File: config.mk
export PLATFORM = sky130hd
export DESIGN_NAME = coeffLoader
export DESIGN_NICKNAME = d
export VERILOG_FILES = /design/src/source/hilbertPkg.sv /design/src/source/coeffLoader.sv
export SDC_FILE = /design/constraint.sdc
export NUM_CORES = 1
export LEC_CHECK = 0
export BUFFER_PORTS_ARGS = -buffer_cell sky130_fd_sc_hd__buf_2
export CAP_MARGIN = 20
export CORE_ASPECT_RATIO = 1.1
export CORE_UTILIZATION = 46
export DETAILED_ROUTE_END_ITERATION = 12
export GPL_TIMING_DRIVEN = 0
export PLACE_DENSITY = 0.75
export SYNTH_ARGS = -nofsm -noshare
export SYNTH_HDL_FRONTEND = slang
export SYNTH_SLANG_ARGS = --single-unit
File: constraint.sdc
create_clock -name clock -period 1.86 [get_ports clock]
set_input_delay 0.186 -clock clock [delete_from_list [all_inputs] [get_ports clock]]
set_output_delay 0.186 -clock clock [all_outputs]
set_load 0.02 [all_outputs]
File: src/source/hilbertPkg.sv
package hilbertPkg;

	// Input samples are signed two's complement words.
	localparam int dataWidth = 18;

	// Products and sums keep the full width of an 18 by 18 multiply.
	localparam int productWidth = 2 * dataWidth;

	// The Hilbert FIR is odd length, so it has a single center tap.
	localparam int tapCount = 27;

	// The real path is delayed by the index of the center tap.
	localparam int groupDelay = (tapCount - 1) / 2;

	// Enough bits to count down from tapCount - 1 to zero.
	localparam int coeffIndexWidth = 5;

	// Registered stages between a push and the FIR sum output.
	localparam int firStages = 2;

	// The input buffer holds one sample per upstream credit.
	localparam int inCredits = 2;
	localparam int bufferPtrWidth = $clog2(inCredits);
	localparam int bufferCountWidth = $clog2(inCredits + 1);

	// Downstream owns four output slots, and the counter holds up to four.
	localparam int outCredits = 4;
	localparam int creditWidth = 3;

	// Encoding of the control phases.
	localparam int stateWidth = 2;
	localparam logic [stateWidth-1:0] stateIdle = 2'd0;
	localparam logic [stateWidth-1:0] stateLoading = 2'd1;
	localparam logic [stateWidth-1:0] stateStreaming = 2'd2;
	localparam logic [stateWidth-1:0] stateDraining = 2'd3;

	// Q1.17 taps of the ideal Hilbert response 2 / (pi * offset).
	// Index 13 is the center. Even offsets carry no weight.
	// Taps left of the center are negative, taps right of it positive.
	localparam logic signed [dataWidth-1:0] coeffTable [tapCount] = '{
		-18'sd6419, 18'sd0, -18'sd7586, 18'sd0,
		-18'sd9271, 18'sd0, -18'sd11920, 18'sd0,
		-18'sd16689, 18'sd0, -18'sd27814, 18'sd0,
		-18'sd83443, 18'sd0, 18'sd83443, 18'sd0,
		18'sd27814, 18'sd0, 18'sd16689, 18'sd0,
		18'sd11920, 18'sd0, 18'sd9271, 18'sd0,
		18'sd7586, 18'sd0, 18'sd6419
	};

endpackage
File: src/source/coeffLoader.sv
module coeffLoader (
	input  logic clock,
	input  logic reset,
	input  logic loadStart,
	output logic signed [hilbertPkg::dataWidth-1:0] coeffOut,
	output logic coeffShift,
	output logic coeffDone
);

	// Index of the table entry presented in the current cycle.
	logic [hilbertPkg::coeffIndexWidth-1:0] tapIndex;

	// High while entries are being presented to the FIR.
	logic loading;

	// The table is walked from the last entry to the first.
	// The FIR shifts toward higher indices, so the first entry sent ends up at the top.
	always_ff @(posedge clock) begin
		if (reset) begin
			loading <= 1'b0;
			coeffDone <= 1'b0;
			tapIndex <= '0;
		end else begin
			coeffDone <= 1'b0;
			if (loading) begin
				if (tapIndex == '0) begin
					// Entry zero is on the bus now, so the load ends at this edge.
					loading <= 1'b0;
					coeffDone <= 1'b1;
				end else begin
					tapIndex <= tapIndex - 1'b1;
				end
			end else if (loadStart) begin
				// One cycle to begin, then one entry per cycle.
				loading <= 1'b1;
				tapIndex <= hilbertPkg::coeffIndexWidth'(hilbertPkg::tapCount - 1);
			end
		end
	end

	// The table lookup is a constant ROM read.
	always_comb begin
		coeffOut = hilbertPkg::coeffTable[tapIndex];
		coeffShift = loading;
	end

endmodule

==> results.cfg <==
[yosys]
synthFlopType = dfxtp_1
yosys_warnings = 0
async_flop_share_pct = 0
synth.cells.most_frequent = a21oi_1 (9), nor2_1 (9), dfxtp_1 (7)
synth_largest_area_cell = dfxtp_1
synth_edf_count = 0
synth-simple-area-share_pct = 19.44
synth_area_um2 = 810.8
synthMuxAreaShare_pct = 10.96
synth_fa_ha_area_share_pct = 9.259
synth_seq_cells = 7
yosysSeqAreaShare_pct = 17.28
synth_compound_area_share_pct = 29.48
synth_area_leaders = dfxtp_1 (17%), ha_1 (9.3%), a21oi_1 (5.6%)
syn_inst = 105
postSynthAreaPerCell_um2 = 7.722
netlist.area_leader.share_pct = 17.28
syn_nets = 114
synth_top_family_by_area = compound AO/OA/AOI/OAI gates
synth_cell_type_count = 38
synth-xor-area-share_pct = 1.080

[critical_path]
critPathCaptureType = primary output
cpMaxStageDelayCell = mux4_2
critPathMaxStageDelay_ns = 0.47
crit_path_start_kind = flop
cp_num_buf_inv = 2
crit_required_ns = 1.67
critPathMaxFanout = 3
r2r_cells = 6
critical_path.cell_chain = buf_12, ha_4, mux2_4, mux4_2, buf_6
cp_top_family = multiplexers
cp.depth = 5
critPathKind = reg2out
worst-r2r-setup-slack_ns = 0.12
worstPathArrival_ns = 1.77

[clock_tree]
cts.clk_slew.worst_paths_ns = 0.06
htree_levels = 1
cts_tree = built
clk_latency_ns = 0.25
clockRootBuffer = clkbuf_4
clkSinkCount = 7
cts-buffers-inserted = 3
cts_hold_buf = 0
clock_path_buffers = 2

[place]
hpwlAfterDp_um = 1438
portBuffers = 21
gp_congestion = 0.8720
dp.cells = 143
dp_slack_ns = -0.2120
placed_area_um2 = 940.9

[power_and_ir_drop]
switching_share_pct = 44.62
netSwitchingPower_mw = 0.4797
comb_power_share_pct = 69.9
p_leak_nw = 0.5269
power.share.sequential_pct = 17.0
ir_drop_v = 0.0005655
pwr_density_cell_nw_per_um2 = 903.6
power.internal_mw = 0.5954
power.share.clock_pct = 13.2

[sta]
finalSetupViolations = 2
drv_slew = 0
post-route-period-util_pct = 104.9
fmax_ghz = 0.5125
finalCriticalPeriod_ns = 1.951
fin_skew_ns = 0.006462
tightestPinTransition_ns = 0.4207
slew_headroom_pct = 71.95
final-hold-violation-count = 0
rsz0062_at_grt = true
setup_slack_ns = -0.09137

[cells_and_area]
areaGrowthSynthToFinish_pct = 46.76
nFillCells = 127
stdcell_area_um2 = 1190
drive_gt1_share_pct = 50.35
insertedDiodeCount = 0
final_cells = 160
nets = 153

[floorplan]
die-area_um2 = 1935
fp.dieW_um = 42.03
initial_utilization_pct = 50.23
num_rows = 15
die_y_um = 46.03
io_pins = 23
coreArea_um2 = 1614

[routing]
final_antenna_net_count = 0
wl_um = 2345
routedWlPerCell_um = 14.66
vias_per_cell = 5.900
dr.pass1.iters = 4
route.detailed.drc = 0
drtIter0Drc = 32
vias = 944

[run_status]
status = complete, but fails checks
violations = negative setup slack

[job]
drv_cap = 0

[global_route]
grt_pass1_wl_um = 3643
grt_pass1_vias = 794
antenna_found_initial = 0
grt_max_degree = 11
grt_usage_pct = 24.31
grt.overflow.total = 0

[hold_path]
hold_path_depth = 3
min_path_type = in2reg
-- flip-flops by register name, indices dropped and copies added, names as in the netlist --
name / flops
coeffDone: 1
tapIndex: 5
coeffShift: 1
-- layout make-up --
class	count	area, µm²	area share [%]
tap	17	21.27	1.788
clock buffer	4	26.28	2.208
buffer	13	85.08	7.150
inverter	6	30.03	2.524
timing repair buffer	36	242.7	20.40
multi-input combinational	77	635.6	53.42
sequential	7	148.9	12.51
-- layout by cell type, fill, tap and decap left out, types with 3 or more instances in the layout --
cell type   n
nor2_1      9
a211oi_1    4
a21oi_1     7
nand2_1     6
clkbuf_1    3
nor2b_1     3
dfxtp_1     4
buf_6       4
buf_4      18
ha_4        3
a21o_1      3
buf_2      24
a31oi_1     4
clkbuf_4    3
o21ai_1     5
inv_1       4
a21oi_2     4
-- power groups by stage --
| stage | clock network, mW | logic, mW | registers, mW |
|---|---|---|---|
| after floorplan | 0 | 0.439 | 0.182 |
| after global placement | 0 | 0.577 | 0.180 |
| after detailed placement | 0 | 0.584 | 0.181 |
| after CTS | 0.141 | 0.696 | 0.178 |
| after global routing | 0.154 | 0.805 | 0.185 |
| final | 0.142 | 0.751 | 0.182 |
-- path summary, 6_finish.rpt --
check,from,end
worst max register to register,tapIndex[1]$_SDFFE_PP0P_,tapIndex[3]$_SDFFE_PP0P_
worst min register to register,tapIndex[1]$_SDFFE_PP0P_,tapIndex[1]$_SDFFE_PP0P_
worst max-delay path,tapIndex[1]$_SDFFE_PP0P_,coeffOut[10]
worst min-delay path,loadStart,tapIndex[0]$_SDFFE_PP0P_
-- cells by family (layout without fill, tap and decap cells) --
| group | after synthesis | after routing |
|---|---|---|
| buffers and inverters | 21 | 59 |
| adders and majority gates | 6 | 6 |
| AOI/OAI and AO/OA | 35 | 35 |
| and+or+nand+nor | 29 | 29 |
| xor gates and xnor gates | 1 | 1 |
| DFF | 7 | 7 |
| muxes | 6 | 6 |
-- per-layer routing --
layer	GRT usage, %	share of wire [%]
met5	0	0
met4	9.375	0.26
met3	2.381	4.9
met2	40.94	52
met1	32.46	43
-- timing repair --
action                     4_1_cts  5_1_grt
gates resized for setup         29       10
setup endpoints to repair       21       12
gates cloned                     0        0
buffers inserted                 8        7
pin swaps                        3        1
-- worst register-to-register path: stages, from the launching register on --
cell	delay [ns]
dfxtp_4	0.35
inv_2	0.13
ha_4	0.19
or4b_1	0.44
buf_2	0.19
a211oi_1	0.24
a211oi_1	0.08
-- stage by stage --
stage	hold slack [ns]	TNS, ns	utilization (%)	total power, mW
5_1_grt	0.3007	-0.3768	73.72	1.143
2_1_floorplan	0.4127	0	-	0.6214
6_report	0.2705	-0.1725	73.72	1.075
4_1_cts	0.2815	-0.2367	69.92	1.014
3_3_place_gp	0.5417	-0.5392	58.29	0.7565
3_5_place_dp	0.5512	-0.6302	58.29	0.7650
Power figures use the tool's default switching activity.
