### src/source/hilbertPkg.sv
package hilbertPkg;

	// Input samples are signed two's complement words.
	localparam int dataWidth = 18;

	// Products and sums keep the full width of an 18 by 18 multiply.
	localparam int productWidth = 2 * dataWidth;

	// The Hilbert FIR is odd length, so it has a single center tap.
	localparam int tapCount = 27;

	// The real path is delayed by the index of the center tap.
	localparam int groupDelay = (tapCount - 1) / 2;

	// Enough bits to count down from tapCount - 1 to zero.
	localparam int coeffIndexWidth = 5;

	// Registered stages between a push and the FIR sum output.
	localparam int firStages = 2;

	// The input buffer holds one sample per upstream credit.
	localparam int inCredits = 2;
	localparam int bufferPtrWidth = $clog2(inCredits);
	localparam int bufferCountWidth = $clog2(inCredits + 1);

	// Downstream owns four output slots, and the counter holds up to four.
	localparam int outCredits = 4;
	localparam int creditWidth = 3;

	// Encoding of the control phases.
	localparam int stateWidth = 2;
	localparam logic [stateWidth-1:0] stateIdle = 2'd0;
	localparam logic [stateWidth-1:0] stateLoading = 2'd1;
	localparam logic [stateWidth-1:0] stateStreaming = 2'd2;
	localparam logic [stateWidth-1:0] stateDraining = 2'd3;

	// Q1.17 taps of the ideal Hilbert response 2 / (pi * offset).
	// Index 13 is the center. Even offsets carry no weight.
	// Taps left of the center are negative, taps right of it positive.
	localparam logic signed [dataWidth-1:0] coeffTable [tapCount] = '{
		-18'sd6419, 18'sd0, -18'sd7586, 18'sd0,
		-18'sd9271, 18'sd0, -18'sd11920, 18'sd0,
		-18'sd16689, 18'sd0, -18'sd27814, 18'sd0,
		-18'sd83443, 18'sd0, 18'sd83443, 18'sd0,
		18'sd27814, 18'sd0, 18'sd16689, 18'sd0,
		18'sd11920, 18'sd0, 18'sd9271, 18'sd0,
		18'sd7586, 18'sd0, 18'sd6419
	};

endpackage
### src/source/outputCredit.sv
module outputCredit (
	input  logic clock,
	input  logic reset,
	input  logic signed [hilbertPkg::productWidth-1:0] firSum,
	input  logic firValid,
	input  logic signed [hilbertPkg::productWidth-1:0] alignedRe,
	input  logic outCreditReturn,
	output logic advance,
	output logic pipeEmpty,
	output logic signed [hilbertPkg::productWidth-1:0] outRe,
	output logic signed [hilbertPkg::productWidth-1:0] outIm,
	output logic outValid
);

	// Free downstream slots.
	logic [hilbertPkg::creditWidth-1:0] creditCount;
	logic hasCredit;
	logic send;

	always_comb begin
		hasCredit = creditCount != '0;
		// A result leaves only when downstream has room for it.
		send = firValid && hasCredit;
		// The pipeline may move if the last stage can drain or has nothing to drain.
		advance = hasCredit || !firValid;
		// Stage one is covered by the control, which remembers its own last push.
		pipeEmpty = !firValid;
	end

	// A return and a send in one cycle cancel out.
	always_ff @(posedge clock) begin
		if (reset) begin
			creditCount <= hilbertPkg::creditWidth'(hilbertPkg::outCredits);
			outValid <= 1'b0;
		end else begin
			outValid <= send;
			case ({outCreditReturn, send})
				2'b10: creditCount <= creditCount + 1'b1;
				2'b01: creditCount <= creditCount - 1'b1;
				default: creditCount <= creditCount;
			endcase
		end
	end

	// The output words are only meaningful while outValid is high.
	always_ff @(posedge clock) begin
		if (send) begin
			outRe <= alignedRe;
			outIm <= firSum;
		end
	end

endmodule

### config.mk
export PLATFORM = sky130hd
export DESIGN_NAME = outputCredit
export DESIGN_NICKNAME = d
export VERILOG_FILES = /design/src/source/hilbertPkg.sv /design/src/source/outputCredit.sv
export SDC_FILE = /design/constraint.sdc
export NUM_CORES = 1
export LEC_CHECK = 0
export BUFFER_PORTS_ARGS = -buffer_cell sky130_fd_sc_hd__buf_2
export CORE_UTILIZATION = 41
export DETAILED_ROUTE_END_ITERATION = 16
export PLACE_DENSITY_LB_ADDON = 0.15
export SLEW_MARGIN = 25
export SYNTH_ARGS = -nofsm -noshare
export SYNTH_HDL_FRONTEND = slang
export SYNTH_SLANG_ARGS = --single-unit
### constraint.sdc
create_clock -name clock -period 6.8 [get_ports clock]
set_input_delay 0 -clock clock [delete_from_list [all_inputs] [get_ports clock]]
set_output_delay 0 -clock clock [all_outputs]
set_load 0.02 [all_outputs]
==> impl_metrics.sql <==
INSERT INTO impl_metrics (metric_group, metric, value, unit) VALUES
('routing', 'top_layer', 'met4', ''),
('final_layout', 'postLayoutCoreUtil', '75.8', '%'),
('place', 'dp_worst_setup_slack', '4.79', 'ns'),
('sta', 'fin_setup_tns', '0', 'ns'),
('setup_path', 'critical_path.startpoint_type', 'flop', ''),
('final_layout', 'seqCellArea', '2240', 'sq um'),
('setup_path', 'worst_setup_end_kind', 'flop', ''),
('sta', 'worst_pin_slew', '0.880', 'ns'),
('sta', 'fmaxAchievable', '502', 'MHz'),
('clocking', 'clk_pin_slew_worst_paths', '0.08', 'ns'),
('worst_hold_path', 'min-delay-path-class', 'in2reg', ''),
('routing', 'met2_wirelength', '2980', 'microns'),
('place', 'place.detailed.hpwl', '3290', 'microns'),
('logic_synthesis', 'synth_async_sr_flop_share', '0', '%'),
('logic_synthesis', 'yosysWarnings', '0', ''),
('final_layout', 'drive_gt1_share', '49.6', '%'),
('logic_synthesis', 'seq_area_frac_synth', '94.9', '%'),
('logic_synthesis', 'synth_edf_count', '72', ''),
('final_layout', 'final_nets', '410', ''),
('routing', 'routed_via_density', '4.24', ''),
('power_and_ir_drop', 'pwr_density_cell', '275', 'nW/um^2'),
('routing', 'ant_nets', '0', ''),
('clocking', 'number_of_clock_sinks', '76', ''),
('sta', 'rsz0062_at_grt', 'no', ''),
('logic_synthesis', 'synth_most_common_cell', 'sky130_fd_sc_hd__edfxtp_1', ''),
('final_layout', 'area_occupied_by_multi_input_gates', '110', 'sq um'),
('run_status', 'outcome', 'completed', ''),
('clocking', 'cts_max_level', '3', ''),
('final_layout', 'stdcell_area', '4200', 'sq um'),
('floorplan', 'initial_utilization', '42.7', '%'),
('logic_synthesis', 'synth_cells', '96', ''),
('place', 'port_buffers', '150', ''),
('global_routing', 'grt_pass1_wl', '8470', 'microns'),
('final_layout', 'non_filler_instance_count_after_layout', '409', ''),
('sta', 'clock_skew', '0.00806', 'ns'),
('setup_path', 'critical-path-slowest-cell', 'sky130_fd_sc_hd__nor3_1', ''),
('setup_path', 'crit_path_frequent_cell', 'sky130_fd_sc_hd__nor3_1', ''),
('logic_synthesis', 'synth_area_leader_cell', 'sky130_fd_sc_hd__edfxtp_1', ''),
('logic_synthesis', 'synth_area', '2360', 'sq um'),
('logic_synthesis', 'post_synth_most_frequent_cells', 'sky130_fd_sc_hd__edfxtp_1 (72), sky130_fd_sc_hd__inv_1 (5), sky130_fd_sc_hd__dfxtp_1 (4), sky130_fd_sc_hd__nor2_1 (4), sky130_fd_sc_hd__nor3_1 (3)', ''),
('routing', 'met3_length', '375', 'microns'),
('sta', 'relSlewSlack', '41.4', '%'),
('sta', 'post-route-worst-setup-slack', '4.81', 'ns'),
('place', 'detailed_place.area', '3220', 'sq um'),
('final_layout', 'layout-area-overhead-vs-synth', '77.7', '%'),
('flow_run', 'maxcap_violations', '0', ''),
('clocking', 'cts_made_buffers', '9', ''),
('routing', 'drt-pass1-iter-count', '4', ''),
('setup_path', 'crit_path_max_incr_delay', '0.45', 'ns'),
('setup_path', 'required', '7.01', 'ns'),
('final_layout', 'num_antenna_cells', '0', ''),
('power_and_ir_drop', 'cellLeakagePower', '1.81', 'nW'),
('setup_path', 'worst-path-max-fanout', '3', ''),
('global_routing', 'overflow', '0', ''),
('setup_path', 'criticalPathCategory', 'reg2reg', ''),
('routing', 'num_vias', '1734', ''),
('place', 'placed_cells', '319', ''),
('floorplan', 'ports', '151', ''),
('setup_path', 'worst_path_arrival_time', '2.21', 'ns'),
('floorplan', 'die_area', '6070', 'sq um'),
('routing', 'routedLengthMet1', '2090', 'microns'),
('routing', 'finalWirelength', '5520', 'microns'),
('final_layout', 'fillerInstances', '356', ''),
('clocking', 'cts_root_buf', 'sky130_fd_sc_hd__clkbuf_8', ''),
('clocking', 'clk_path_buf_depth', '2', ''),
('routing', 'drc', '0', ''),
('clocking', 'clkLatencyLatePin', '0.33', 'ns'),
('routing', 'wl_per_cell', '13.5', 'microns'),
('logic_synthesis', 'synthesis.area_per_instance', '24.6', 'sq um'),
('setup_path', 'worstPathCellList', 'nor3_1 > nor2_4 > ha_1 > inv_1 > fa_1 > xor2_1 > nor3_1 > or3b_1', ''),
('global_routing', 'grt_start_max_net_pins', '73', '');
-- sequential cells by signal, summed over array words and instances (netlist names) --
name	flops
outRe	36
outValid	1
creditCount	3
outIm	36
-- cell families (layout without fill, tap and decap cells) --
kind of cell	Yosys count	in the layout	share of synthesized area [%]
simple gates	9	9	1.80
fa+ha+maj	2	2	1.38
buf+inv	5	246	0.794
flops	76	76	94.9
compound gates	2	2	0.423
xor+xnor	2	2	0.741
-- worst max-delay path: cells and delay by family (launching register included) --
| kind | cells | cell delay (ns) |
|---|---|---|
| XOR/XNOR | 1 | 0.19 |
| AND/OR/NAND/NOR | 4 | 0.89 |
| adder cells (fa/ha/maj) | 2 | 0.38 |
| buffers and inverters | 1 | 0.07 |
| flip-flops | 1 | 0.34 |
-- worst paths after layout --
path / slack (ns) / endpoint / from / cells past startpoint
setup reg to reg: 4.81 / creditCount[2] / creditCount[0] / 8
hold reg to reg: 0.56 / creditCount[0] / creditCount[0] / 2
setup / recovery: 4.81 / creditCount[2] / creditCount[0] / 8
hold / removal: 0.24 / creditCount[0] / outCreditReturn / 5
-- cell usage in the layout, fill, tap and decap left out --
master and instances:
sky130_fd_sc_hd__fa_1 1, sky130_fd_sc_hd__a21oi_1 1, sky130_fd_sc_hd__clkinv_4 1, sky130_fd_sc_hd__nor3_1 3
sky130_fd_sc_hd__edfxtp_1 72, sky130_fd_sc_hd__nand2_1 1, sky130_fd_sc_hd__nor2_4 1, sky130_fd_sc_hd__clkinv_1 1
sky130_fd_sc_hd__ha_1 1, sky130_fd_sc_hd__xor2_1 2, sky130_fd_sc_hd__dfxtp_1 4, sky130_fd_sc_hd__or3b_1 1
sky130_fd_sc_hd__nor2_1 3, sky130_fd_sc_hd__bufinv_16 3, sky130_fd_sc_hd__inv_1 5, sky130_fd_sc_hd__dlygate4sd3_1 74
sky130_fd_sc_hd__clkbuf_8 9, sky130_fd_sc_hd__buf_4 1, sky130_fd_sc_hd__o21ai_1 1, sky130_fd_sc_hd__clkinvlp_4 1
sky130_fd_sc_hd__clkinv_2 1, sky130_fd_sc_hd__buf_2 150
-- routing by layer --
layer | track usage [%] | up-vias
li1 | - | 838
met1 | 20.9 | 807
met2 | 35.0 | 82
met3 | 5.18 | 7
met4 | 8.33 | 0
met5 | 0 | -
-- power breakdown --
group / internal (W) / total, W / switching (W) / leakage [nW]
clock: 0.000242 / 0.000399 / 0.000156 / 0.117
combinational: 0.0000763 / 0.000180 / 0.000104 / 0.959
sequential: 0.000566 / 0.000578 / 0.0000117 / 0.733
-- through the flow --
step / power [W] / hold slack [ns]
after floorplan: 0.000673 / 0.0724
after global placement: 0.000731 / 0.176
after CTS: 0.00117 / 0.233
after global routing: 0.00120 / 0.355
final: 0.00116 / 0.238
after detailed placement: 0.000735 / 0.178
-- area by class of cell --
cell class,instances,share of cell area [%]
well taps,72,2.15
clock inverters,7,2.74
multi-input cells,15,2.62
flip-flops and latches,76,53.4
repair buffers,225,35.7
clock buffers,9,2.95
inverters,5,0.447
-- what timing repair did --
action / in CTS / in global routing
endpoints found under the setup margin: 0 / 0
endpoints found under the hold margin: 76 / 0
gates resized for setup: 0 / 0
hold buffers: 74 / 0
Power figures use the tool's default switching activity.
