## src/source/hilbertPkg.sv

```systemverilog
package hilbertPkg;

	// Input samples are signed two's complement words.
	localparam int dataWidth = 18;

	// Products and sums keep the full width of an 18 by 18 multiply.
	localparam int productWidth = 2 * dataWidth;

	// The Hilbert FIR is odd length, so it has a single center tap.
	localparam int tapCount = 27;

	// The real path is delayed by the index of the center tap.
	localparam int groupDelay = (tapCount - 1) / 2;

	// Enough bits to count down from tapCount - 1 to zero.
	localparam int coeffIndexWidth = 5;

	// Registered stages between a push and the FIR sum output.
	localparam int firStages = 2;

	// The input buffer holds one sample per upstream credit.
	localparam int inCredits = 2;
	localparam int bufferPtrWidth = $clog2(inCredits);
	localparam int bufferCountWidth = $clog2(inCredits + 1);

	// Downstream owns four output slots, and the counter holds up to four.
	localparam int outCredits = 4;
	localparam int creditWidth = 3;

	// Encoding of the control phases.
	localparam int stateWidth = 2;
	localparam logic [stateWidth-1:0] stateIdle = 2'd0;
	localparam logic [stateWidth-1:0] stateLoading = 2'd1;
	localparam logic [stateWidth-1:0] stateStreaming = 2'd2;
	localparam logic [stateWidth-1:0] stateDraining = 2'd3;

	// Q1.17 taps of the ideal Hilbert response 2 / (pi * offset).
	// Index 13 is the center. Even offsets carry no weight.
	// Taps left of the center are negative, taps right of it positive.
	localparam logic signed [dataWidth-1:0] coeffTable [tapCount] = '{
		-18'sd6419, 18'sd0, -18'sd7586, 18'sd0,
		-18'sd9271, 18'sd0, -18'sd11920, 18'sd0,
		-18'sd16689, 18'sd0, -18'sd27814, 18'sd0,
		-18'sd83443, 18'sd0, 18'sd83443, 18'sd0,
		18'sd27814, 18'sd0, 18'sd16689, 18'sd0,
		18'sd11920, 18'sd0, 18'sd9271, 18'sd0,
		18'sd7586, 18'sd0, 18'sd6419
	};

endpackage
```

## src/source/delayAlign.sv

```systemverilog
module delayAlign (
	input  logic clock,
	input  logic reset,
	input  logic push,
	input  logic signed [hilbertPkg::dataWidth-1:0] pushSample,
	input  logic advance,
	output logic signed [hilbertPkg::productWidth-1:0] alignedRe
);

	// Samples from earlier pushes. The last entry is groupDelay pushes old.
	logic signed [hilbertPkg::dataWidth-1:0] realLine [hilbertPkg::groupDelay];

	// Registers that mirror the FIR stages one for one.
	logic signed [hilbertPkg::productWidth-1:0] realPipe [hilbertPkg::firStages];

	logic signed [hilbertPkg::productWidth-1:0] scaledRe;

	// The line shifts on push, exactly like the FIR sample line.
	always_ff @(posedge clock) begin
		if (reset) begin
			for (int k = 0; k < hilbertPkg::groupDelay; k++) begin
				realLine[k] <= '0;
			end
		end else if (push) begin
			realLine[0] <= pushSample;
			for (int k = 1; k < hilbertPkg::groupDelay; k++) begin
				realLine[k] <= realLine[k-1];
			end
		end
	end

	// Shift left by 17 and sign extend, so the real part has the Q1.17 scale of the taps.
	assign scaledRe = {
		{(hilbertPkg::productWidth - 2 * hilbertPkg::dataWidth + 1)
			{realLine[hilbertPkg::groupDelay-1][hilbertPkg::dataWidth-1]}},
		realLine[hilbertPkg::groupDelay-1],
		{(hilbertPkg::dataWidth - 1){1'b0}}
	};

	// Same advance gating as the FIR, so the two paths stay lined up under stalls.
	always_ff @(posedge clock) begin
		if (advance) begin
			realPipe[0] <= scaledRe;
			for (int k = 1; k < hilbertPkg::firStages; k++) begin
				realPipe[k] <= realPipe[k-1];
			end
		end
	end

	assign alignedRe = realPipe[hilbertPkg::firStages-1];

endmodule

```

## config.mk

```make
export PLATFORM = sky130hd
export DESIGN_NAME = delayAlign
export DESIGN_NICKNAME = d
export VERILOG_FILES = /design/src/source/hilbertPkg.sv /design/src/source/delayAlign.sv
export SDC_FILE = /design/constraint.sdc
export NUM_CORES = 1
export LEC_CHECK = 0
export ABC_AREA = 0
export ABC_CLOCK_PERIOD_IN_PS = 4700
export BUFFER_PORTS_ARGS = -buffer_cell sky130_fd_sc_hd__buf_2
export CORE_MARGIN = 3
export CORE_UTILIZATION = 40
export CTS_CLUSTER_DIAMETER = 30
export DETAILED_ROUTE_END_ITERATION = 8
export PLACE_DENSITY_LB_ADDON = 0.12
export SYNTH_ARGS = -nofsm -noshare
export SYNTH_HDL_FRONTEND = slang
export SYNTH_SLANG_ARGS = --single-unit
export TNS_END_PERCENT = 50
```

## constraint.sdc

```tcl
create_clock -name clock -period 4.7 [get_ports clock]
set_input_delay 0.235 -clock clock [delete_from_list [all_inputs] [get_ports clock]]
set_output_delay 0.235 -clock clock [all_outputs]
set_load 0.02 [all_outputs]
```

==> run summary, run 1 <==
Pins Over Slew Limit: 0
Worst Tran Pin Value: 0.8774 ns
Vias: 4739
RSZ-0062 raised after global routing: no
Crit path launch type: input pin
Outcome: finished clean
CTS tree: yes
Top-count cell post-synth: edfxtp_1
Post-synth top cells: edfxtp_1 (270), and3b_1 (180), nor2b_1 (54), buf_4 (36), buf_6 (20)
Gate power share: 3.2%
Final Hold Viols: 0
CTS root buf: clkbuf_16
Via-per-instance ratio: 4.669
Slew HR: 41.51%
R2r endpoint: realLine[0][180]$_SDFFCE_PP0P_
Number of placed I/O pins: 58
YS warnings: 0
CTS Buf Count: 53
Largest net degree at the start of global routing: 119
First-pass GRT wire length: 22710 microns
Port Buffers: 40
Clock Pin Slew Worst Setup and Hold Paths: 0.05 ns
Core Area: 0.02613 sq mm
Synth Register Bits: 270
Worst Path Max Fanout: 118
N_diodes: 0
Avg Inst Size Synth: 18.13 sq um
Sequential-to-total area share from yosys stat: 76.05%
Req. time, crit path: 4.87 ns
Leak: 5.528 nW
Pre-CTS setup slack: 2.092 ns
Hold Startpoint: pushSample[2]
Post-synth top area cell: edfxtp_1
Row count: 59
Synth top area share: 76.05%
Setup WS post-layout: 2.670 ns
Total track usage: 9.472%
Final min period: 2.030 ns
Post-synthesis cell area: 0.01066 sq mm
Die height: 169.3 microns
Placer Congestion: 0.6364
Skew-Pair Late Insertion Delay: 0.55 ns
Global route overflow: 0
Area added between synthesis and finish: 18.71%
Vias in the first global route: 4818
Clk buf depth: 3
First-pass DRT Iterations: 4
Layout cells sized above 1: 18.24%
Max VDD drop: 0.0003023 V
Hold endpoint: realLine[0][2]$_SDFFCE_PN0P_
Int Pwr: 5.247 mW
Layout Nets: 659
DIE WIDTH: 169.3 microns
Initial Utilization: 40.80%
R2R Setup Slk: 3.91 ns
Async S/R FF share, synth: 0%
Critical Path AT: 2.20 ns
Synth Instances: 588
# DRC: 0
Power share of the clock group: 53.4%
HPWL Detailed: 5591 microns
Switching pwr: 1.352 mW
Ys flop type: edfxtp_1
Dominant cells by area after synthesis: edfxtp_1 (76%), and3b_1 (15%), nor2b_1 (3.2%), buf_4 (2.5%), buf_6 (2.1%)
Pwr dens: 521.5 mW/mm^2
FMAX: 0.4926 GHz
Routed wire length: 13680 microns
Synth cell types: 11
Worst Clk Skew: 0.01836 ns
Number of routed nets with antenna violations: 0
Initial antenna violation count: 0
Die Area: 0.02865 sq mm
Worst Hold Depth: 2
Setup Crit Path Kind: input pin to register
Period utilisation layout: 43.19%
Setup violations, final: 0
Sequential group share of total power: 43.4%
H-tree levels: 2
Post-synth EDFFs: 270
Min-delay worst type: input pin to register
Crit path capture type: register
R2R cell count: 1
WL/cell: 13.48 microns
Initial detailed-routing violation count: 341
Start of the worst register-to-register path: realLine[0][162]$_SDFFCE_PN0P_
Switching share of power: 20.49%
Post-CTS Setup Inserts: 0
Max cap viols: 0
TNS Setup: 0 ns
Sink Count: 270
Fillers: 2219
==> worst max-delay path, stage by stage <==
cell and delay (ns):
buf_6 0.47, or2_4 0.77, buf_12 0.51
==> worst max-delay path by stage <==
stage | from | endpoint | slack [ns]
after floorplan | reset | realLine[0][0]$_SDFFCE_PN0P_ | 0.81
after global placement | reset | realLine[0][11]$_SDFFCE_PN0P_ | 2.17
after detailed placement | reset | realLine[0][5]$_SDFFCE_PN0P_ | 2.09
after CTS | reset | realLine[0][65]$_SDFFCE_PN0P_ | 2.66
after global routing | push | realLine[0][95]$_SDFFCE_PN0P_ | 2.51
final | reset | realLine[0][56]$_SDFFCE_PN0P_ | 2.67
==> state kept, by name, summed over array words and instances, names as in the netlist <==
register	cells
realLine	234
realPipe	36
==> through the flow <==
step	hold WS [ns]	instance area (sq um)	cells	total power [mW]	utilization [%]
6_report	0.04224	12660	1015	6.599	48.43
5_1_grt	0.01767	12660	1015	6.859	48.43
4_1_cts	0.01687	12660	1015	6.698	48.43
3_5_place_dp	0.4052	10780	901	3.112	41.24
3_3_place_gp	0.4004	10780	901	3.099	41.24
2_1_floorplan	0.3475	10720	604	3.093	-
==> area by class of cell <==
| cell class | count | area (sq um) | area share [%] |
|---|---|---|---|
| sequential | 270 | 8108 | 64.06 |
| clock buffer | 63 | 1364 | 10.78 |
| multi-input combinational | 252 | 1987 | 15.70 |
| tap | 335 | 419.2 | 3.312 |
| timing repair buffer | 60 | 424.2 | 3.351 |
| clock inverter | 35 | 354.1 | 2.798 |
==> layout by cell type (no fill, tap or decap), drive strengths merged <==
cell type / Yosys / routed
edfxtp: 270 / 270
and3b: 180 / 180
clkbuf: 14 / 63
nor2b: 54 / 54
buf: 68 / 44
clkinv: 0 / 25
conb: 1 / 17
dlygate4sd3: 0 / 16
bufinv: 0 / 5
clkinvlp: 0 / 4
or2: 1 / 1
inv: 0 / 1
==> power by group through the flow <==
stage / Clock, mW / Combinational [mW] / Sequential [mW]
after global routing: 3.75 / 0.237 / 2.87
after global placement: 0 / 0.200 / 2.90
final: 3.53 / 0.211 / 2.86
after detailed placement: 0 / 0.206 / 2.91
after floorplan: 0 / 0.192 / 2.90
after CTS: 3.62 / 0.217 / 2.86
==> routing by layer <==
metal / vias to the layer above / global-route usage, % / part of all wire [%]
met1: 2329 / 11.52 / 45
li1: 2277 / - / -
met3: 41 / 3.051 / 4.8
met2: 92 / 15.16 / 47
met4: 0 / 5.014 / 3.1
met5: - / 0 / 0
==> what timing repair did <==
item | 4_1_cts | 5_1_grt
hold endpoints to repair | 16 | 0
hold buffers | 16 | 0
gates resized for setup | 0 | 0
==> kinds of logic (layout without fill, tap and decap cells) <==
logic type / count (synthesis) / count (layout) / synth area share, %
buffers and inverters: 82 / 158 / 5.903
other: 1 / 17 / 0.03517
and+or+nand+nor: 235 / 235 / 18.01
DFF: 270 / 270 / 76.05
Power figures use the tool's default switching activity.
==> inputs of run 2 (changes only) <==
--- a/config.mk
+++ b/config.mk
@@ -6,7 +6,7 @@
 export NUM_CORES = 1
 export LEC_CHECK = 0
 export ABC_AREA = 0
-export ABC_CLOCK_PERIOD_IN_PS = 4700
+export ABC_CLOCK_PERIOD_IN_PS = 2000
 export BUFFER_PORTS_ARGS = -buffer_cell sky130_fd_sc_hd__buf_2
 export CORE_MARGIN = 3
 export CORE_UTILIZATION = 40
==> constraint.sdc (replaced) <==
create_clock -name clock -period 2 [get_ports clock]
set_input_delay 0.1 -clock clock [delete_from_list [all_inputs] [get_ports clock]]
set_output_delay 0.1 -clock clock [all_outputs]
set_load 0.02 [all_outputs]
==> run summary, run 2 (same netlist as run 1, synthesis figures left out) <==
H-tree levels: 2
Die height: 169.3 microns
Critical path buffers and inverters: 1
Number of placed I/O pins: 58
Leak: 5.581 nW
Total track usage: 9.368%
CTS tree: yes
Largest registers: realLine: 234 flops, realPipe: 36 flops
DIE WIDTH: 169.3 microns
RSZ-0062 raised after global routing: no
Number of flip-flops in the largest register: 234
Die Area: 0.02865 sq mm
Final Hold Viols: 0
Cell family with most CP delay: flip-flops
Number of routed nets with antenna violations: 0
Reg area: 0.008108 sq mm
Port Buffers: 40
Crit-path cells: buf_2
Max VDD drop: 0.0006711 V
Initial Utilization: 40.80%
Final min period: 1.171 ns
Row count: 59
Critical Path AT: 1.07 ns
Worst Path Max Fanout: 2
Slowest cell delay on critical path: 0.37 ns
Largest net degree at the start of global routing: 235
Pins Over Slew Limit: 0
Vias in the first global route: 4920
HPWL Detailed: 5545 microns
Initial detailed-routing violation count: 359
# DRC: 0
Global route overflow: 0
Setup WS post-layout: 0.8286 ns
Skew-Pair Late Insertion Delay: 0.53 ns
Worst Clk Skew: 0.01964 ns
Worst setup path endpoint: alignedRe[34]
Via-per-instance ratio: 4.628
Start of the worst register-to-register path: realLine[0][18]$_SDFFCE_PN0P_
CTS Buf Count: 56
Post-CTS Setup Inserts: 0
Slew HR: 42.28%
Crit path launch type: register
R2R cell count: 1
Slowest cell on crit path: edfxtp_1
R2r endpoint: realLine[0][36]$_SDFFCE_PN0P_
Crit path capture type: primary output
Fillers: 2228
Layout Nets: 667
Setup crit start: realPipe[0][70]$_DFFE_PP_
Footprint of the multi-input gates: 0.001987 sq mm
FMAX: 0.8537 GHz
Most frequent cells in the layout: edfxtp_1 (270), and3b_1 (180), clkbuf_16 (56)
R2R Setup Slk: 1.18 ns
First-pass DRT Iterations: 4
Vias: 4716
N_diodes: 0
Top reg by flops: realLine
Pre-CTS setup slack: 0.6089 ns
Most common cell after layout, fill and taps aside: edfxtp_1
Routed wire length: 13410 microns
Sink Count: 270
Setup Crit Path Kind: register to primary output
Core Area: 0.02613 sq mm
WL/cell: 13.16 microns
Layout cells sized above 1: 17.84%
Outcome: finished clean
Hold Worst Slack: 0.1834 ns
Period utilisation layout: 58.57%
Setup violations, final: 0
First-pass GRT wire length: 22490 microns
Area added between synthesis and finish: 19.67%
Worst path depth: 1
Req. time, crit path: 1.90 ns
Clk buf depth: 3
Clock Pin Slew Worst Setup and Hold Paths: 0.04 ns
CTS root buf: clkbuf_16
Post-CTS Resized: 0
Min-delay worst type: input pin to register
Max cap viols: 0
Placer Congestion: 0.6111
Pwr dens: 1218 mW/mm^2
Initial antenna violation count: 0
Worst Tran Pin Value: 0.8658 ns
==> run 2: through the flow <==
stage                     cells  utilization [%]  area [sq um]  setup TNS, ns  power (mW)
after floorplan             604                -         10750        -108.33       7.263
after global placement      904            41.52         10850              0       7.301
after detailed placement    904            41.52         10850              0       7.329
after CTS                  1019            48.82         12760              0       15.79
after global routing       1019            48.82         12760              0       16.13
final                      1019            48.82         12760              0       15.54
==> run 2: how the worst min path moves through the flow <==
| stage | endpoint | cells after the start | startpoint | slack, ns |
|---|---|---|---|---|
| after floorplan | realPipe[0][17]$_DFFE_PP_ | 0 | advance | 0.21 |
| after global placement | realPipe[0][63]$_DFFE_PP_ | 0 | realPipe[0][27]$_DFFE_PP_ | 0.40 |
| after detailed placement | realPipe[0][27]$_DFFE_PP_ | 0 | realLine[0][226]$_SDFFCE_PP0P_ | 0.40 |
| after global routing | realPipe[0][65]$_DFFE_PP_ | 1 | advance | 0.21 |
| final | realPipe[0][65]$_DFFE_PP_ | 1 | advance | 0.18 |
| after CTS | realPipe[0][33]$_DFFE_PP_ | 1 | advance | 0.17 |
==> run 2: layout make-up <==
type	count	area share [%]
clock buffer	64	11.22
clock inverter	33	2.324
multi-input combinational	252	15.57
sequential	270	63.55
tap	335	3.285
timing repair buffer	65	4.050
==> run 2: per-layer routing <==
layer	vias up	GRT usage (%)	wire length, microns
li1	2293	-	-
met1	2294	11.09	6080
met2	103	15.35	6305
met3	26	3.075	679
met4	0	4.836	340
met5	-	0	0
==> run 2: repair_timing <==
item                                   4_1_cts  5_1_grt
hold buffers                                18        0
endpoints found under the hold margin       18        0
setup endpoints to repair                    0        0
==> run 2: report_power, final <==
group / switching [mW] / total (mW) / internal, mW
registers: 0.0709 / 6.73 / 6.66
clock network: 2.64 / 8.29 / 5.66
logic: 0.314 / 0.516 / 0.203
