### src/source/hilbertPkg.sv
package hilbertPkg;

	// Input samples are signed two's complement words.
	localparam int dataWidth = 18;

	// Products and sums keep the full width of an 18 by 18 multiply.
	localparam int productWidth = 2 * dataWidth;

	// The Hilbert FIR is odd length, so it has a single center tap.
	localparam int tapCount = 27;

	// The real path is delayed by the index of the center tap.
	localparam int groupDelay = (tapCount - 1) / 2;

	// Enough bits to count down from tapCount - 1 to zero.
	localparam int coeffIndexWidth = 5;

	// Registered stages between a push and the FIR sum output.
	localparam int firStages = 2;

	// The input buffer holds one sample per upstream credit.
	localparam int inCredits = 2;
	localparam int bufferPtrWidth = $clog2(inCredits);
	localparam int bufferCountWidth = $clog2(inCredits + 1);

	// Downstream owns four output slots, and the counter holds up to four.
	localparam int outCredits = 4;
	localparam int creditWidth = 3;

	// Encoding of the control phases.
	localparam int stateWidth = 2;
	localparam logic [stateWidth-1:0] stateIdle = 2'd0;
	localparam logic [stateWidth-1:0] stateLoading = 2'd1;
	localparam logic [stateWidth-1:0] stateStreaming = 2'd2;
	localparam logic [stateWidth-1:0] stateDraining = 2'd3;

	// Q1.17 taps of the ideal Hilbert response 2 / (pi * offset).
	// Index 13 is the center. Even offsets carry no weight.
	// Taps left of the center are negative, taps right of it positive.
	localparam logic signed [dataWidth-1:0] coeffTable [tapCount] = '{
		-18'sd6419, 18'sd0, -18'sd7586, 18'sd0,
		-18'sd9271, 18'sd0, -18'sd11920, 18'sd0,
		-18'sd16689, 18'sd0, -18'sd27814, 18'sd0,
		-18'sd83443, 18'sd0, 18'sd83443, 18'sd0,
		18'sd27814, 18'sd0, 18'sd16689, 18'sd0,
		18'sd11920, 18'sd0, 18'sd9271, 18'sd0,
		18'sd7586, 18'sd0, 18'sd6419
	};

endpackage
### src/source/hilbertControl.sv
module hilbertControl (
	input  logic clock,
	input  logic reset,
	input  logic start,
	input  logic stop,
	input  logic signed [hilbertPkg::dataWidth-1:0] sampleIn,
	input  logic sampleValid,
	input  logic coeffDone,
	input  logic advance,
	input  logic pipeEmpty,
	output logic loadStart,
	output logic push,
	output logic signed [hilbertPkg::dataWidth-1:0] pushSample,
	output logic inCreditReturn,
	output logic running,
	output logic busy
);

	logic [hilbertPkg::stateWidth-1:0] state;

	// Input buffer, one entry per upstream credit.
	logic signed [hilbertPkg::dataWidth-1:0] bufData [hilbertPkg::inCredits];
	logic [hilbertPkg::bufferPtrWidth-1:0] readPtr;
	logic [hilbertPkg::bufferPtrWidth-1:0] writePtr;
	logic [hilbertPkg::bufferCountWidth-1:0] fillCount;
	logic writeEntry;

	// A sample pushed last cycle sits in FIR stage one, which pipeEmpty cannot see.
	logic pushedLast;

	always_comb begin
		running = state == hilbertPkg::stateStreaming;
		busy = state != hilbertPkg::stateIdle;
		// A start outside idle is ignored.
		loadStart = (state == hilbertPkg::stateIdle) && start;
		// Upstream only sends while running, so samples are taken only then.
		writeEntry = sampleValid && running;
		// The oldest entry goes out whenever the pipeline can move.
		push = advance && (fillCount != '0);
		pushSample = bufData[readPtr];
	end

	// Phase sequencing.
	always_ff @(posedge clock) begin
		if (reset) begin
			state <= hilbertPkg::stateIdle;
		end else begin
			case (state)
				hilbertPkg::stateIdle: begin
					if (start) begin
						state <= hilbertPkg::stateLoading;
					end
				end
				hilbertPkg::stateLoading: begin
					if (coeffDone) begin
						state <= hilbertPkg::stateStreaming;
					end
				end
				hilbertPkg::stateStreaming: begin
					// A stop in any other phase is ignored.
					if (stop) begin
						state <= hilbertPkg::stateDraining;
					end
				end
				hilbertPkg::stateDraining: begin
					// Done once nothing is buffered and no stage holds a sample.
					if ((fillCount == '0) && pipeEmpty && !pushedLast) begin
						state <= hilbertPkg::stateIdle;
					end
				end
				default: state <= hilbertPkg::stateIdle;
			endcase
		end
	end

	// Buffer storage.
	always_ff @(posedge clock) begin
		if (writeEntry) begin
			bufData[writePtr] <= sampleIn;
		end
	end

	// Pointers wrap naturally since the depth is a power of two.
	always_ff @(posedge clock) begin
		if (reset) begin
			readPtr <= '0;
			writePtr <= '0;
			fillCount <= '0;
			pushedLast <= 1'b0;
			inCreditReturn <= 1'b0;
		end else begin
			if (writeEntry) begin
				writePtr <= writePtr + 1'b1;
			end
			if (push) begin
				readPtr <= readPtr + 1'b1;
			end
			case ({writeEntry, push})
				2'b10: fillCount <= fillCount + 1'b1;
				2'b01: fillCount <= fillCount - 1'b1;
				default: fillCount <= fillCount;
			endcase
			pushedLast <= push;
			// Every sample moved into the pipeline frees one upstream credit.
			inCreditReturn <= push;
		end
	end

endmodule

### config.mk
export PLATFORM = sky130hd
export DESIGN_NAME = hilbertControl
export DESIGN_NICKNAME = d
export VERILOG_FILES = /design/src/source/hilbertPkg.sv /design/src/source/hilbertControl.sv
export SDC_FILE = /design/constraint.sdc
export NUM_CORES = 1
export LEC_CHECK = 0
export ABC_CLOCK_PERIOD_IN_PS = 2200
export BUFFER_PORTS_ARGS = -buffer_cell sky130_fd_sc_hd__buf_2
export CORE_UTILIZATION = 53
export CTS_BUF_LIST = sky130_fd_sc_hd__clkbuf_4
export DETAILED_ROUTE_END_ITERATION = 6
export HOLD_SLACK_MARGIN = 0.15
export PLACE_DENSITY = 0.85
export SLEW_MARGIN = 5
export SYNTH_ARGS = -nofsm -noshare
export SYNTH_HDL_FRONTEND = slang
export SYNTH_SLANG_ARGS = --single-unit
export TNS_END_PERCENT = 10
### constraint.sdc
create_clock -name clock -period 2.2 [get_ports clock]
set_clock_uncertainty 0.15 [all_clocks]
set_input_delay 0.11 -clock clock [delete_from_list [all_inputs] [get_ports clock]]
set_output_delay 0.11 -clock clock [all_outputs]
set_load 0.02 [all_outputs]
==> impl_results.md, run 1 <==
- Design area: 2360 sq um
- Buffer depth of the longest clock path: 2
- Net Count, Synth: 135
- # diodes: 0
- Outcome: completed
- Pre-antenna DRT Iters: 4
- Htree depth: 2
- Slew HR: 72.8%
- Top-count cell post-synth: edfxtp_1
- PD cells: 941 nW/um^2
- Vias in the first global route: 1,135
- Final Cycle Share: 87.3%
- DR vias/cell: 4.81
- Layout cell share with drive strength beyond 1: 43.5%
- Largest net degree at the start of global routing: 19
- Setup TNS: 0 ns
- Post-synth EDFFs: 36
- Maximum vdd drop: 0.659 mV
- Post-placement worst setup slack: 0.306 ns
- Nets@finish: 215
- Max Slew Vio Count: 0
- FMAX: 521 MHz
- Post-DRT Antenna Nets: 0
- CTS clk-pin slew, worst paths: 0.12 ns
- Post-detail-place hpwl: 1.89 mm
- Syn-to-layout area delta: 35.1%
- Final setup vio count: 0
- MaxCap Viol Count: 0
- RSZ-0062 raised after global routing: false
- Crit-path max FO: 4
- Placed cell areas: 2060 sq um
- Row count: 20
- Area of the multi-input gates: 484 sq um
- Reg area: 1240 sq um
- # DRC: 0
- I/O Buffers: 48
- Gpl congestion: 0.805
- Synth Instances: 103
- Total GRT Usage: 19.9%
- WL final: 3.09 mm
- Tmin final: 1.92 ns
- Post-synth ARST share: 0%
- Filler Cells Inserted: 205
- Ys Warns: 0
- CP endpoint kind: flip-flop
- Lkg Pwr: 0.943 nW
- Synth area leader: edfxtp_1
- WS Path Type: flip-flop to flip-flop
- FF+latch count, synth: 44
- Synth cell count leaders: 36 x edfxtp_1, 18 x mux2_2, 8 x dfxtp_1
- Share of the synthesized area in the top cell type: 61.8%
- Hold Path Class: primary input to flip-flop
- R2R depth: 5
- Initial antenna violation count: 0
- Top area cells in the synthesized netlist: edfxtp_1 62%, mux2_2 12%, dfxtp_1 9.1%
- Die Y: 59.5 um
- Final Hold Fails: 0
- CTS Buf Count: 5
- Gr ovfl total: 0
- Syn avg cell area: 17.0 sq um
- CP required: 2.34 ns
- Die ar.: 3540 sq um
- Crit path DAT: 2.06 ns
- Distinct cell type count after synthesis: 23
- CTS root buf: clkbuf_4
- Startpoint types: flip-flop
- Starting Density: 56.4%
- Drt wl/cell: 13.6 um
- First-pass GRT wire length: 4.82 mm
- Chip Width: 59.5 um
- DRT iter0 DRCs: 19
- Cell Area, Synth: 1750 sq um
- Setup WS post-layout: 0.279 ns
- Slew @ Worst Pin: 0.403 ns
- Post-synthesis sequential area ratio: 70.9%
- # clock sinks: 44
- CTS tree: done
- # IOs: 49
- Most common flop cell mapped by yosys: edfxtp_1
- CORE AREA: 3100 sq um
- Hold Crit Depth: 2
- Clk Latency, worst-skew pair: 0.35 ns
- DR vias: 1,096
==> through the flow <==
step	cells	util (%)	hold slack (ns)	power, mW
2_1_floorplan	103	-	0.0589	1.62
3_3_place_gp	195	66.3	0.149	1.80
3_5_place_dp	195	66.3	0.151	1.83
4_1_cts	228	76.2	0.311	2.24
5_1_grt	228	76.2	0.317	2.35
6_report	228	76.2	0.319	2.23
==> path summary, 6_finish.rpt <==
check                             from                        end  slack (ns)
max          fillCount[0]$_SDFFE_PP0P_  fillCount[1]$_SDFFE_PP0P_        0.28
min                        sampleIn[7]    bufData[0][7]$_DFFE_PP_        0.32
max reg2reg  fillCount[0]$_SDFFE_PP0P_  fillCount[1]$_SDFFE_PP0P_        0.28
min reg2reg  fillCount[1]$_SDFFE_PP0P_  fillCount[1]$_SDFFE_PP0P_        0.38
==> flip-flops by register name, indices dropped and copies added, names as in the netlist, named ones only <==
signal      count
bufData        36
fillCount       2
readPtr         1
writePtr        1
pushedLast      1
state           2
==> cells by family after synthesis <==
logic type               after synthesis  share of synthesized area (%)
AO/OA/AOI/OAI                          5                           2.86
XOR/XNOR                               4                           2.00
adder cells (fa/ha/maj)                6                           4.29
buffers and inverters                  7                           1.57
flip-flops                            44                           70.9
multiplexers                          20                           12.7
AND/OR/NAND/NOR                       17                           5.65
==> where the power goes <==
group / switching (mW) / internal (mW)
Clock: 0.244 / 0.134
Sequential: 0.0511 / 1.00
Combinational: 0.439 / 0.356
==> placed cells by master (no fill, tap or decap), types with 2 or more instances in the layout <==
cell type,synthesis,layout
buf_2,1,48
edfxtp_1,36,36
dlygate4sd3_1,0,25
mux2_2,18,18
dfxtp_1,8,8
ha_1,6,6
clkbuf_4,0,6
nor2_1,6,5
inv_1,4,4
nand2b_1,3,3
xor2_1,3,3
buf_4,0,3
o21ai_0,2,2
nor2b_1,2,2
mux2i_1,2,2
==> area by class of cell <==
type,count,area share (%)
sequential,44,52.5
tap,44,2.33
multi-input combinational,52,20.5
clock buffer,6,1.90
clock inverter,2,0.476
timing repair buffer,76,21.7
inverter,4,0.635
==> metal layers <==
layer	up-vias	part of all wire [%]	track usage (%)
li1	536	-	-
met1	520	38	19.9
met2	34	56	36.6
met3	6	4.2	4.80
met4	0	1.9	12.6
met5	-	0	0
==> worst max-delay path, cell delays in order (launching register included) <==
cell and delay [ns]:
dfxtp_1 0.37, o21ai_0 0.36, inv_1 0.12, ha_1 0.35, or3_1 0.37, a21oi_1 0.14
==> what timing repair did <==
| item | CTS | global route |
|---|---|---|
| resized for setup | 0 | 0 |
| hold buffers | 25 | 0 |
| hold endpoints to repair | 44 | 0 |
| buffers inserted | 0 | 0 |
Power figures use the tool's default switching activity.
==> run 2, diff against run 1 <==
CELL_PAD_IN_SITES_DETAIL_PLACEMENT = 1   (was default)
CELL_PAD_IN_SITES_GLOBAL_PLACEMENT = 1   (was default)
CORE_UTILIZATION = 44   (was 53)
PLACE_DENSITY = 0.86   (was 0.85)
SLEW_MARGIN = 20   (was 5)
==> run 2 against run 1 <==
Net effect:
- wire length up 25%
- combinational power up 4.9%
- register-to-register slack got worse by 0.07 ns
- critical path depth is the same
- clock power rose by 33%
- via count up 0.73%
- cell area rose by 1.1%
- flip-flop and latch count stayed put
- die area rose by 20%
- utilization fell by 12 points
- first-iteration DRC count grew to 2.9 times the previous value
- critical path type unchanged
- largest power group unchanged
==> impl_results.md, run 2 (synthesis results as in run 1) <==
- Pwr Total: 2.40 mW (+7.8%)
- Layout cell share with drive strength beyond 1: 44.6% (+1.1 points)
- Slew HR: 71.9% (-0.91 points)
- MaxCap Viol Count: 0 (unchanged)
- Post-CTS Setup Bufs: 0 (unchanged)
- Reg-to-reg setup timing slack: 0.20 ns (-0.07 ns)
- Pre-antenna DRT Iters: 4 (unchanged)
- # clock sinks: 44 (unchanged)
- # hold bufs at CTS: 24 (-4.0%)
- Final setup vio count: 0 (unchanged)
- Crit-path max FO: 4 (unchanged)
- Crit path DAT: 2.13 ns (+0.07 ns)
- Logic pwr share: 34.8% (-0.9 points)
- Vias in the first global route: 1,240 (+9.3%)
- Setup TNS: 0 ns (unchanged)
- WL final: 3.87 mm (+25%)
- Outcome: completed
- Post-DRT Antenna Nets: 0 (unchanged)
- Clk Latency, worst-skew pair: 0.34 ns (about the same)
- Syn-to-layout area delta: 36.6%
- CTS root buf: clkbuf_4
- DRT iter0 DRCs: 55 (+36)
- Die ar.: 4230 sq um (+20%)
- Regs by FF count: bufData x36, fillCount x2, state x2
- Max reg flops: 36 (unchanged)
- DR vias/cell: 4.76 (-1.0%)
- CP required: 2.33 ns (about the same)
- Commonest non-fill, non-tap cell in the layout: buf_2
- Starting Density: 46.8% (-9.7 points)
- CTS resizes: 0 (unchanged)
- Tmin final: 2.00 ns (+0.0747 ns)
- Area of the multi-input gates: 484 sq um (unchanged)
- # diodes: 0 (unchanged)
- Final Cycle Share: 90.7% (+3.4 points)
- # IOs: 49 (unchanged)
- First-pass GRT wire length: 6.25 mm (+30%)
- Slew @ Worst Pin: 0.417 ns (+0.0135 ns)
- CP endpoint kind: flip-flop
- Row count: 22 (+10%)
- Drt wl/cell: 16.7 um (+23%)
- Hold Path Class: primary input to flip-flop
- Placed cells: 200 (+2.6%)
- Internal Pwr Total: 1.62 mW (+8.6%)
- Gr ovfl total: 0 (unchanged)
- Gpl congestion: 0.744 (-7.6%)
- Total GRT Usage: 21.2% (+1.2 points)
- Sw frac: 32.5% (-0.48 points)
- Lkg Pwr: 0.961 nW (+1.9%)
- I/O Buffers: 48 (unchanged)
- # DRC: 0 (unchanged)
- CORE AREA: 3740 sq um (+21%)
- PD cells: 1000 nW/um^2 (+6.7%)
- CTS clk-pin slew, worst paths: 0.13 ns (about the same)
- Largest net degree at the start of global routing: 19 (unchanged)
- Sw Pwr: 781 uW (+6.3%)
- RSZ-0062 raised after global routing: false
- Reg area: 1240 sq um (unchanged)
- Buffer depth of the longest clock path: 2 (unchanged)
- Max Slew Vio Count: 0 (unchanged)
- CTS tree: done
- Maximum vdd drop: 0.759 mV (+15%)
- Reg power frac: 44.3% (-3.0 points)
- Post-detail-place hpwl: 2.44 mm (+30%)
- CTS Buf Count: 5 (unchanged)
- FMAX: 501 MHz (-3.7%)
- Chip Width: 65.1 um (+9.4%)
- Final Hold Fails: 0 (unchanged)
- Initial antenna violation count: 0 (unchanged)
- Clk pwr share: 20.9% (+3.9 points)
- WS Path Type: flip-flop to flip-flop
- Most frequent cells in the layout: 48 x buf_2, 36 x edfxtp_1, 24 x dlygate4sd3_1, 18 x mux2_2, 8 x dfxtp_1
- Nets@finish: 215 (unchanged)
- Final Non-Filler Cells: 232 (+1.8%)
- Die Y: 65.1 um (+9.4%)
- Filler Cells Inserted: 377 (+84%)
- Largest register by flop count: bufData
- Startpoint types: flip-flop
- Htree depth: 2 (unchanged)
- DR vias: 1,104 (+0.73%)
-- run 2: cell count changes in the layout (fill, tap and decap cells not counted) --
cell / previous run / this run
buf_4: 3 / 4
bufinv_16: 0 / 1
clkinv_1: 1 / 0
clkinv_2: 0 / 1
clkinvlp_4: 1 / 0
dlygate4sd3_1: 25 / 24
-- run 2: routing by layer --
metal / routed length, um / global-route usage [%]
met3: 146 / 6.34
met1: 1480 / 21.3
met5: 0 / 0
met2: 2230 / 41.8
met4: 17 / 4.89
-- run 2: layout make-up --
cell class | count | area share (%)
multi-input cells | 52 | 20.3
clock buffers | 6 | 1.88
inverters | 4 | 0.628
clock inverters | 2 | 1.47
repair buffers | 76 | 21.4
well taps | 48 | 2.51
flip-flops and latches | 44 | 51.9
-- run 2: metrics by stage --
step | util, % | hold slack (ns) | area, sq um | setup slack [ns]
finish | 63.9 | 0.200 | 2390 | 0.205
global placement | 55.3 | 0.150 | 2070 | 0.420
detailed placement | 55.3 | 0.155 | 2070 | 0.261
global route | 63.9 | 0.199 | 2390 | 0.0656
CTS | 63.9 | 0.171 | 2390 | 0.227
floorplan | - | 0.0589 | 1750 | 0.260
-- run 2: path summary, 6_finish.rpt --
check                                               start                         to  cells after the start
worst min register to register       readPtr$_SDFFE_PP0P_       readPtr$_SDFFE_PP0P_                      2
worst max-delay path            fillCount[0]$_SDFFE_PP0P_  fillCount[1]$_SDFFE_PP0P_                      5
worst max register to register  fillCount[0]$_SDFFE_PP0P_  fillCount[1]$_SDFFE_PP0P_                      5
worst min-delay path                                start      state[0]$_SDFFE_PP0P_                      4
-- run 2: power by group through the flow --
stage	clock network, mW	registers [mW]	logic (mW)
6_report	0.502	1.06	0.835
5_1_grt	0.548	1.08	0.903
3_5_place_dp	0	1.08	0.798
2_1_floorplan	0	1.06	0.555
3_3_place_gp	0	1.07	0.752
4_1_cts	0.514	1.06	0.838
-- run 2: worst max-delay path, stage by stage (launching register included) --
cell and delay, ns:
dfxtp_1 0.38, o21ai_0 0.37, inv_1 0.14, ha_1 0.35, or3_1 0.36, a21oi_1 0.17
